## src/hdl/fir_types_pkg.sv

```systemverilog
`default_nettype none

// ***************************************************************************
// number formats of the filter datapath
// ***************************************************************************

package fir_types_pkg;

  localparam int SAMPLE_WIDTH  = 16;                 // input samples and coefficients.
  localparam int PRODUCT_WIDTH = 2 * SAMPLE_WIDTH;   // exact tap product.
  localparam int SUM_WIDTH     = PRODUCT_WIDTH + 1;  // one guard bit covers all taps.

  // two's complement input sample, also the coefficient format.
  typedef logic signed [SAMPLE_WIDTH-1:0] sample_t;

  // full precision product of one sample and one coefficient.
  typedef logic signed [PRODUCT_WIDTH-1:0] product_t;

  // filter output.  The coefficient magnitudes add to 108340, so
  // 108340 * 32768 stays below 2**32 and the sum never wraps.
  typedef logic signed [SUM_WIDTH-1:0] sum_t;

endpackage

`default_nettype wire

```

## src/hdl/fir_coeff_pkg.sv

```systemverilog
`default_nettype none

// ***************************************************************************
// tap count and the fixed coefficient table
// ***************************************************************************

package fir_coeff_pkg;

  localparam int NUM_TAPS = 8;

  // element 0 holds the newest sample.
  typedef fir_types_pkg::sample_t [NUM_TAPS-1:0] tap_vector_t;

  typedef fir_types_pkg::product_t [NUM_TAPS-1:0] product_vector_t;

  // the pattern lists tap 7 first because the range runs downward.
  // The table is symmetric, so the filter has linear phase.
  localparam tap_vector_t COEFFS = '{
    -8773, -5490, 13275, 26632,
    26632, 13275, -5490, -8773
  };

endpackage

`default_nettype wire

```

## src/hdl/tap_delay_line.sv

```systemverilog
`timescale 1ns/1ns
`default_nettype none

module tap_delay_line (
  input  wire                          clk,
  input  wire                          reset,
  input  wire                          clk_enable,
  input  wire fir_types_pkg::sample_t  filter_in,
  output fir_coeff_pkg::tap_vector_t   taps
);

  localparam int NUM_TAPS = fir_coeff_pkg::NUM_TAPS;

  // ***************************************************************************
  // shift register, newest sample enters at tap 0
  // ***************************************************************************

  always_ff @(posedge clk or posedge reset) begin
    if (reset) begin
      taps <= '0;
    end else if (clk_enable) begin
      taps <= {taps[NUM_TAPS-2:0], filter_in};  // oldest sample falls off tap 7.
    end
  end

  // a low enable freezes the whole line, not just tap 0.
  taps_hold_a : assert property (
    @(posedge clk) disable iff (reset)
    !clk_enable |=> $stable(taps)
  );

endmodule

`default_nettype wire

```

## src/hdl/vedic_core.sv

```systemverilog
`timescale 1ns/1ns
`default_nettype none

// unsigned Vedic multiplier.  WIDTH must be a power of two, two or more.
module vedic_core #(
  parameter int WIDTH = 16
) (
  input  wire  [WIDTH-1:0]   a,
  input  wire  [WIDTH-1:0]   b,
  output logic [2*WIDTH-1:0] result
);

  generate
    if (WIDTH == 2) begin : g_leaf

      // ***********************************************************************
      // 2x2 block from AND terms and two half adders
      // ***********************************************************************

      logic [2:0] pp;   // cross terms and the top term.
      logic       carry;

      assign pp[0] = a[1] & b[0];
      assign pp[1] = a[0] & b[1];
      assign pp[2] = a[1] & b[1];

      assign result[0] = a[0] & b[0];
      assign result[1] = pp[0] ^ pp[1];      // first half adder.
      assign carry     = pp[0] & pp[1];
      assign result[2] = pp[2] ^ carry;      // second half adder.
      assign result[3] = pp[2] & carry;

    end else begin : g_split

      // ***********************************************************************
      // vertical and crosswise step over four half-width products
      // ***********************************************************************

      localparam int HALF = WIDTH / 2;

      logic [WIDTH-1:0]  q_ll;  // a low times b low.
      logic [WIDTH-1:0]  q_hl;  // a high times b low.
      logic [WIDTH-1:0]  q_lh;  // a low times b high.
      logic [WIDTH-1:0]  q_hh;  // a high times b high.
      logic [3*HALF-1:0] upper;

      vedic_core #(.WIDTH(HALF)) u_ll (.a(a[HALF-1:0]),     .b(b[HALF-1:0]),     .result(q_ll));
      vedic_core #(.WIDTH(HALF)) u_hl (.a(a[WIDTH-1:HALF]), .b(b[HALF-1:0]),     .result(q_hl));
      vedic_core #(.WIDTH(HALF)) u_lh (.a(a[HALF-1:0]),     .b(b[WIDTH-1:HALF]), .result(q_lh));
      vedic_core #(.WIDTH(HALF)) u_hh (.a(a[WIDTH-1:HALF]), .b(b[WIDTH-1:HALF]), .result(q_hh));

      // everything above the low HALF bits, in units of 2**HALF.
      // The exact product fits, so the sum cannot carry out of 3*HALF bits.
      assign upper = (3*HALF)'(q_ll[WIDTH-1:HALF])
                   + (3*HALF)'(q_hl)
                   + (3*HALF)'(q_lh)
                   + {q_hh, {HALF{1'b0}}};

      assign result = {upper, q_ll[HALF-1:0]};  // low half passes straight through.

    end
  endgenerate

endmodule

`default_nettype wire

```

## src/hdl/tap_multiplier.sv

```systemverilog
`timescale 1ns/1ns
`default_nettype none

module tap_multiplier #(
  parameter int TAP_INDEX = 0
) (
  input  wire fir_types_pkg::sample_t sample,
  output fir_types_pkg::product_t     product
);

  localparam int SAMPLE_WIDTH  = fir_types_pkg::SAMPLE_WIDTH;
  localparam int PRODUCT_WIDTH = fir_types_pkg::PRODUCT_WIDTH;

  localparam fir_types_pkg::sample_t COEFF = fir_coeff_pkg::COEFFS[TAP_INDEX];

  // magnitude of the constant, worked out at elaboration.
  localparam logic [SAMPLE_WIDTH-1:0] COEFF_MAG =
    COEFF[SAMPLE_WIDTH-1] ? SAMPLE_WIDTH'(-COEFF) : SAMPLE_WIDTH'(COEFF);

  logic [SAMPLE_WIDTH-1:0]  sample_mag;
  logic [PRODUCT_WIDTH-1:0] mag_product;
  logic                     negate;

  // ***************************************************************************
  // sign and magnitude around the unsigned core
  // ***************************************************************************

  // -32768 maps to 16'h8000, which is still the right unsigned magnitude.
  assign sample_mag = sample[SAMPLE_WIDTH-1] ? SAMPLE_WIDTH'(-sample) : SAMPLE_WIDTH'(sample);

  assign negate = sample[SAMPLE_WIDTH-1] ^ COEFF[SAMPLE_WIDTH-1];

  vedic_core #(
    .WIDTH(SAMPLE_WIDTH)
  ) u_vedic_core (
    .a      (sample_mag),
    .b      (COEFF_MAG),
    .result (mag_product)
  );

  // the magnitude is below 2**31 for every table entry, so the negation is exact.
  assign product = negate ? fir_types_pkg::product_t'(-mag_product)
                          : fir_types_pkg::product_t'(mag_product);

endmodule

`default_nettype wire

```

## src/hdl/tap_sum_register.sv

```systemverilog
`timescale 1ns/1ns
`default_nettype none

module tap_sum_register (
  input  wire                              clk,
  input  wire                              reset,
  input  wire                              clk_enable,
  input  wire fir_coeff_pkg::product_vector_t products,
  output fir_types_pkg::sum_t              filter_out
);

  localparam int NUM_TAPS = fir_coeff_pkg::NUM_TAPS;

  fir_types_pkg::sum_t sum_next;

  // ***************************************************************************
  // full precision adder tree
  // ***************************************************************************

  always_comb begin
    sum_next = '0;
    for (int k = 0; k < NUM_TAPS; k++) begin
      sum_next = sum_next + fir_types_pkg::sum_t'(products[k]);  // sign extends.
    end
  end

  // ***************************************************************************
  // output register
  // ***************************************************************************

  always_ff @(posedge clk or posedge reset) begin
    if (reset) begin
      filter_out <= '0;
    end else if (clk_enable) begin
      filter_out <= sum_next;
    end
  end

  // the output holds across any stretch of disabled edges.
  filter_out_hold_a : assert property (
    @(posedge clk) disable iff (reset)
    !clk_enable |=> $stable(filter_out)
  );

endmodule

`default_nettype wire

```

## src/hdl/fir_vedic_top.sv

```systemverilog
`timescale 1ns/1ns
`default_nettype none

module fir_vedic_top (
  input  wire                         clk,
  input  wire                         reset,
  input  wire                         clk_enable,
  input  wire fir_types_pkg::sample_t filter_in,
  output fir_types_pkg::sum_t         filter_out
);

  localparam int NUM_TAPS = fir_coeff_pkg::NUM_TAPS;

  wire fir_coeff_pkg::tap_vector_t     taps;
  wire fir_coeff_pkg::product_vector_t products;

  // ***************************************************************************
  // delay line, one multiplier per tap, sum and output register
  // ***************************************************************************

  tap_delay_line u_delay_line (
    .clk        (clk),
    .reset      (reset),
    .clk_enable (clk_enable),
    .filter_in  (filter_in),
    .taps       (taps)
  );

  for (genvar k = 0; k < NUM_TAPS; k++) begin : g_tap
    tap_multiplier #(
      .TAP_INDEX(k)
    ) u_tap_multiplier (
      .sample  (taps[k]),
      .product (products[k])
    );
  end

  // products are combinational, so the output lags the input by one enabled edge.
  tap_sum_register u_sum_register (
    .clk        (clk),
    .reset      (reset),
    .clk_enable (clk_enable),
    .products   (products),
    .filter_out (filter_out)
  );

endmodule

`default_nettype wire

```

## config.mk

```make
export PLATFORM = sky130hd
export DESIGN_NAME = fir_vedic_top
export DESIGN_NICKNAME = d
export VERILOG_FILES = /design/src/hdl/fir_types_pkg.sv /design/src/hdl/fir_coeff_pkg.sv /design/src/hdl/tap_delay_line.sv /design/src/hdl/vedic_core.sv /design/src/hdl/tap_multiplier.sv /design/src/hdl/tap_sum_register.sv /design/src/hdl/fir_vedic_top.sv
export SDC_FILE = /design/constraint.sdc
export NUM_CORES = 2
export LEC_CHECK = 0
export ABC_CLOCK_PERIOD_IN_PS = 18900
export BUFFER_PORTS_ARGS = -buffer_cell sky130_fd_sc_hd__buf_2
export CAP_MARGIN = 25
export CORE_MARGIN = 10
export CORE_UTILIZATION = 55
export DETAILED_ROUTE_END_ITERATION = 7
export GPL_ROUTABILITY_DRIVEN = 1
export MAX_ROUTING_LAYER = met4
export PLACE_DENSITY = 0.71
export SLEW_MARGIN = 20
export SYNTH_ARGS = -nofsm -noshare
export SYNTH_HDL_FRONTEND = slang
export SYNTH_SLANG_ARGS = --single-unit
export TNS_END_PERCENT = 10
```

## constraint.sdc

```tcl
create_clock -name clk -period 18.9 [get_ports clk]
set_input_delay 3.78 -clock clk [delete_from_list [all_inputs] [get_ports clk]]
set_output_delay 3.78 -clock clk [all_outputs]
set_load 0.02 [all_outputs]
```

==> flow_summary.yaml <==
status:
  status: "complete, no violations"
critical_path:
  cp_slowest_cell: "fa_1"
  cp_common_cell: "fa_1"
  cp.required_ps: 19290
  r2r_cells: 54
  reg2reg_slack_ps: 3670
  cp_max_fo: 12
  worst-setup-path-type: "register to register"
  start_kind: "register"
  cp.arrival_ps: 15630
  cpPeakStageDelay_ps: 600
  end_kind: "register"
cells_and_area:
  layout.cells.non_filler: 6649
  area.growth.synth_to_final_pct: 5.08
  finish.instance_area_um2: 49600
  drive_gt1_frac: 0.0618
  fillers: 7799
  final_net_count: 6662
global_routing:
  grt_max_degree: 71
  grt_pass1_vias: 37329
  grt_overflow: 0
  grt_pass1_wl_mm: 210
  grt_usage: 0.276
  antenna_found_initial: 4
hold_path:
  hold_depth: 1
  hold_class: "register to register"
timing:
  post-route-period-util: 0.806
  hold_viol: 0
  fmaxAchievable_mhz: 65.6
  slew_headroom: 0.296
  clock_skew_ps: 24.0
  finalSetupViolCount: 0
  rsz0062_at_grt: "false"
  drv_slew: 0
  finalSetupTns_ps: 0
  fin_hold_ws_ps: 507
  worst_slew_pin_slew_ps: 1050
  finalCriticalPeriod_ps: 15230
clock_network:
  clk_pin_slew_ps: 80
  worstSkewPairLatency_ps: 520
  cts_tree: "yes"
  clockRootBuffer: "clkbuf_16"
  clock_sinks: 161
  clockBufferDepth: 2
  cts_resized: 0
  cts_setup_buffers: 0
  ctsHtreeMaxLevel: 4
  cts-hold-fix-buffers: 0
  numCtsBuffers: 17
route:
  vias: 38605
  viasPerCell: 5.81
  drtIter0Drc: 3429
  route.detailed.drc: 0
  ant_nets: 0
  dr.pass1.iters: 6
  wl_mm: 132
  routedWlPerCell_um: 19.8
placement:
  port_buffers: 51
  place_inst: 6612
  finalWeightedCongestion: 0.983
  dp_hpwl_mm: 112
  place_area_um2: 48900
synth:
  synth_seq_cells: 161
  synth_edf_count: 0
  netlist_area_um2: 47200
  synth_cell_types: 91
  yosysWarnings: 0
  ys_seq_area_frac: 0.0854
  synth_async_sr_flop_share: 1.00
  syn_inst: 5452
  ys.flop_type: "dfrtp_1"
  syn_area_per_cell_um2: 8.65
die:
  core_area_um2: 85100
  num_rows: 107
  die_y_um: 313
  dieArea_um2: 97900
  die_w_um: 313
  start_util: 0.554
  ios: 52
flow_run:
  max-cap-violations: 0
-- sequential cells by signal, summed over array words and instances, names as in the netlist --
register                   flops
u_delay_line.taps            128
u_sum_register.filter_out     33
-- worst max-delay path: cells and delay by family, from the launching register on --
kind | cells | cell delay (ps)
AND/OR/NAND/NOR | 10 | 1940
adder cells (fa/ha/maj) | 15 | 6330
buffers and inverters | 6 | 510
AO/OA/AOI/OAI | 15 | 3530
flip-flops | 1 | 580
XOR/XNOR | 7 | 1940
multiplexers | 1 | 270
-- cells in the mapped netlist (15+ instances only) --
master / count / area share
o21a_1: 23 / 0.0037
nand4_1: 17 / 0.0023
o21ai_0: 269 / 0.029
nor3_1: 71 / 0.0075
xnor2_1: 522 / 0.097
nand3_1: 56 / 0.0059
xor2_1: 357 / 0.066
o31ai_1: 61 / 0.0097
nor4_1: 27 / 0.0036
or3_1: 39 / 0.0052
or4_1: 21 / 0.0033
and3_1: 32 / 0.0042
dfrtp_1: 161 / 0.085
mux2_2: 142 / 0.034
fa_1: 412 / 0.17
o211ai_1: 15 / 0.0024
o21bai_1: 77 / 0.012
nor2b_1: 72 / 0.0095
inv_1: 667 / 0.053
nand2b_1: 60 / 0.0080
or2_2: 26 / 0.0034
clkbuf_1: 79 / 0.0063
nor2_1: 289 / 0.023
o41ai_1: 17 / 0.0032
nor3b_1: 16 / 0.0025
mux2i_1: 16 / 0.0034
a21oi_1: 412 / 0.044
and2_1: 27 / 0.0036
a21o_1: 191 / 0.030
ha_1: 742 / 0.20
a31oi_1: 39 / 0.0052
a211oi_1: 17 / 0.0027
nand2_1: 286 / 0.023
-- cell usage in the layout, fill, tap and decap left out, types with 72 or more instances in the layout --
cell and n:
fa_1 412, nor2_1 289, ha_1 742, o21bai_1 77
o21ai_0 269, xnor2_1 522, dfrtp_1 161, a21oi_1 412
a21o_1 191, xor2_1 357, nand2_1 286, nor2b_1 72
inv_1 666, mux2_2 142
-- stage by stage --
| stage | util | setup WS [ps] |
|---|---|---|
| after floorplan | - | 5270 |
| after global placement | 0.575 | 4030 |
| after detailed placement | 0.575 | 3800 |
| after CTS | 0.582 | 3790 |
| after global routing | 0.582 | 2490 |
| final | 0.582 | 3670 |
-- final timing paths --
check / startpoint / to
worst max-delay path: u_delay_line.taps[32]$_DFFE_PP0P_ / u_sum_register.filter_out[31]$_DFFE_PP0P_
worst min-delay path: u_sum_register.filter_out[21]$_DFFE_PP0P_ / u_sum_register.filter_out[21]$_DFFE_PP0P_
worst max register to register: u_delay_line.taps[32]$_DFFE_PP0P_ / u_sum_register.filter_out[31]$_DFFE_PP0P_
worst min register to register: u_sum_register.filter_out[21]$_DFFE_PP0P_ / u_sum_register.filter_out[21]$_DFFE_PP0P_
max in group asynchronous: reset / u_delay_line.taps[94]$_DFFE_PP0P_
min in group asynchronous: reset / u_delay_line.taps[27]$_DFFE_PP0P_
-- logic make-up (layout without fill, tap and decap cells) --
| family | count (synthesis) | in the layout | share of synthesized area |
|---|---|---|---|
| AO/OA/AOI/OAI | 1234 | 1234 | 0.164 |
| adder cells (fa/ha/maj) | 1156 | 1156 | 0.372 |
| AND/OR/NAND/NOR | 1097 | 1097 | 0.116 |
| XOR/XNOR | 882 | 882 | 0.164 |
| buffers and inverters | 763 | 805 | 0.0607 |
| flip-flops | 161 | 161 | 0.0854 |
| multiplexers | 158 | 158 | 0.0373 |
| other | 1 | 12 | 0.0000795 |
-- per-layer routing --
metal / track usage / share of wire / wire length (um)
met4: 0.0665 / 0.021 / 2810
met2: 0.405 / 0.43 / 56500
met5: - / 0 / 0
met1: 0.394 / 0.48 / 63800
met3: 0.0436 / 0.065 / 8540
-- final cells by class --
| class | count | area [um^2] | area share |
|---|---|---|---|
| Multi-Input combinational cell | 4535 | 40300 | 0.813 |
| Sequential cell | 161 | 4030 | 0.0813 |
| Inverter | 676 | 2540 | 0.0513 |
| Tap cell | 1144 | 1430 | 0.0289 |
| Timing Repair Buffer | 98 | 614 | 0.0124 |
| Clock buffer | 18 | 429 | 0.00866 |
| Clock inverter | 13 | 198 | 0.00399 |
| Antenna cell | 4 | 10.0 | 0.000202 |
Power is left out: the tool's default activity adds up to more than one toggle a clock period on the data nets, which glitch-free logic cannot reach.
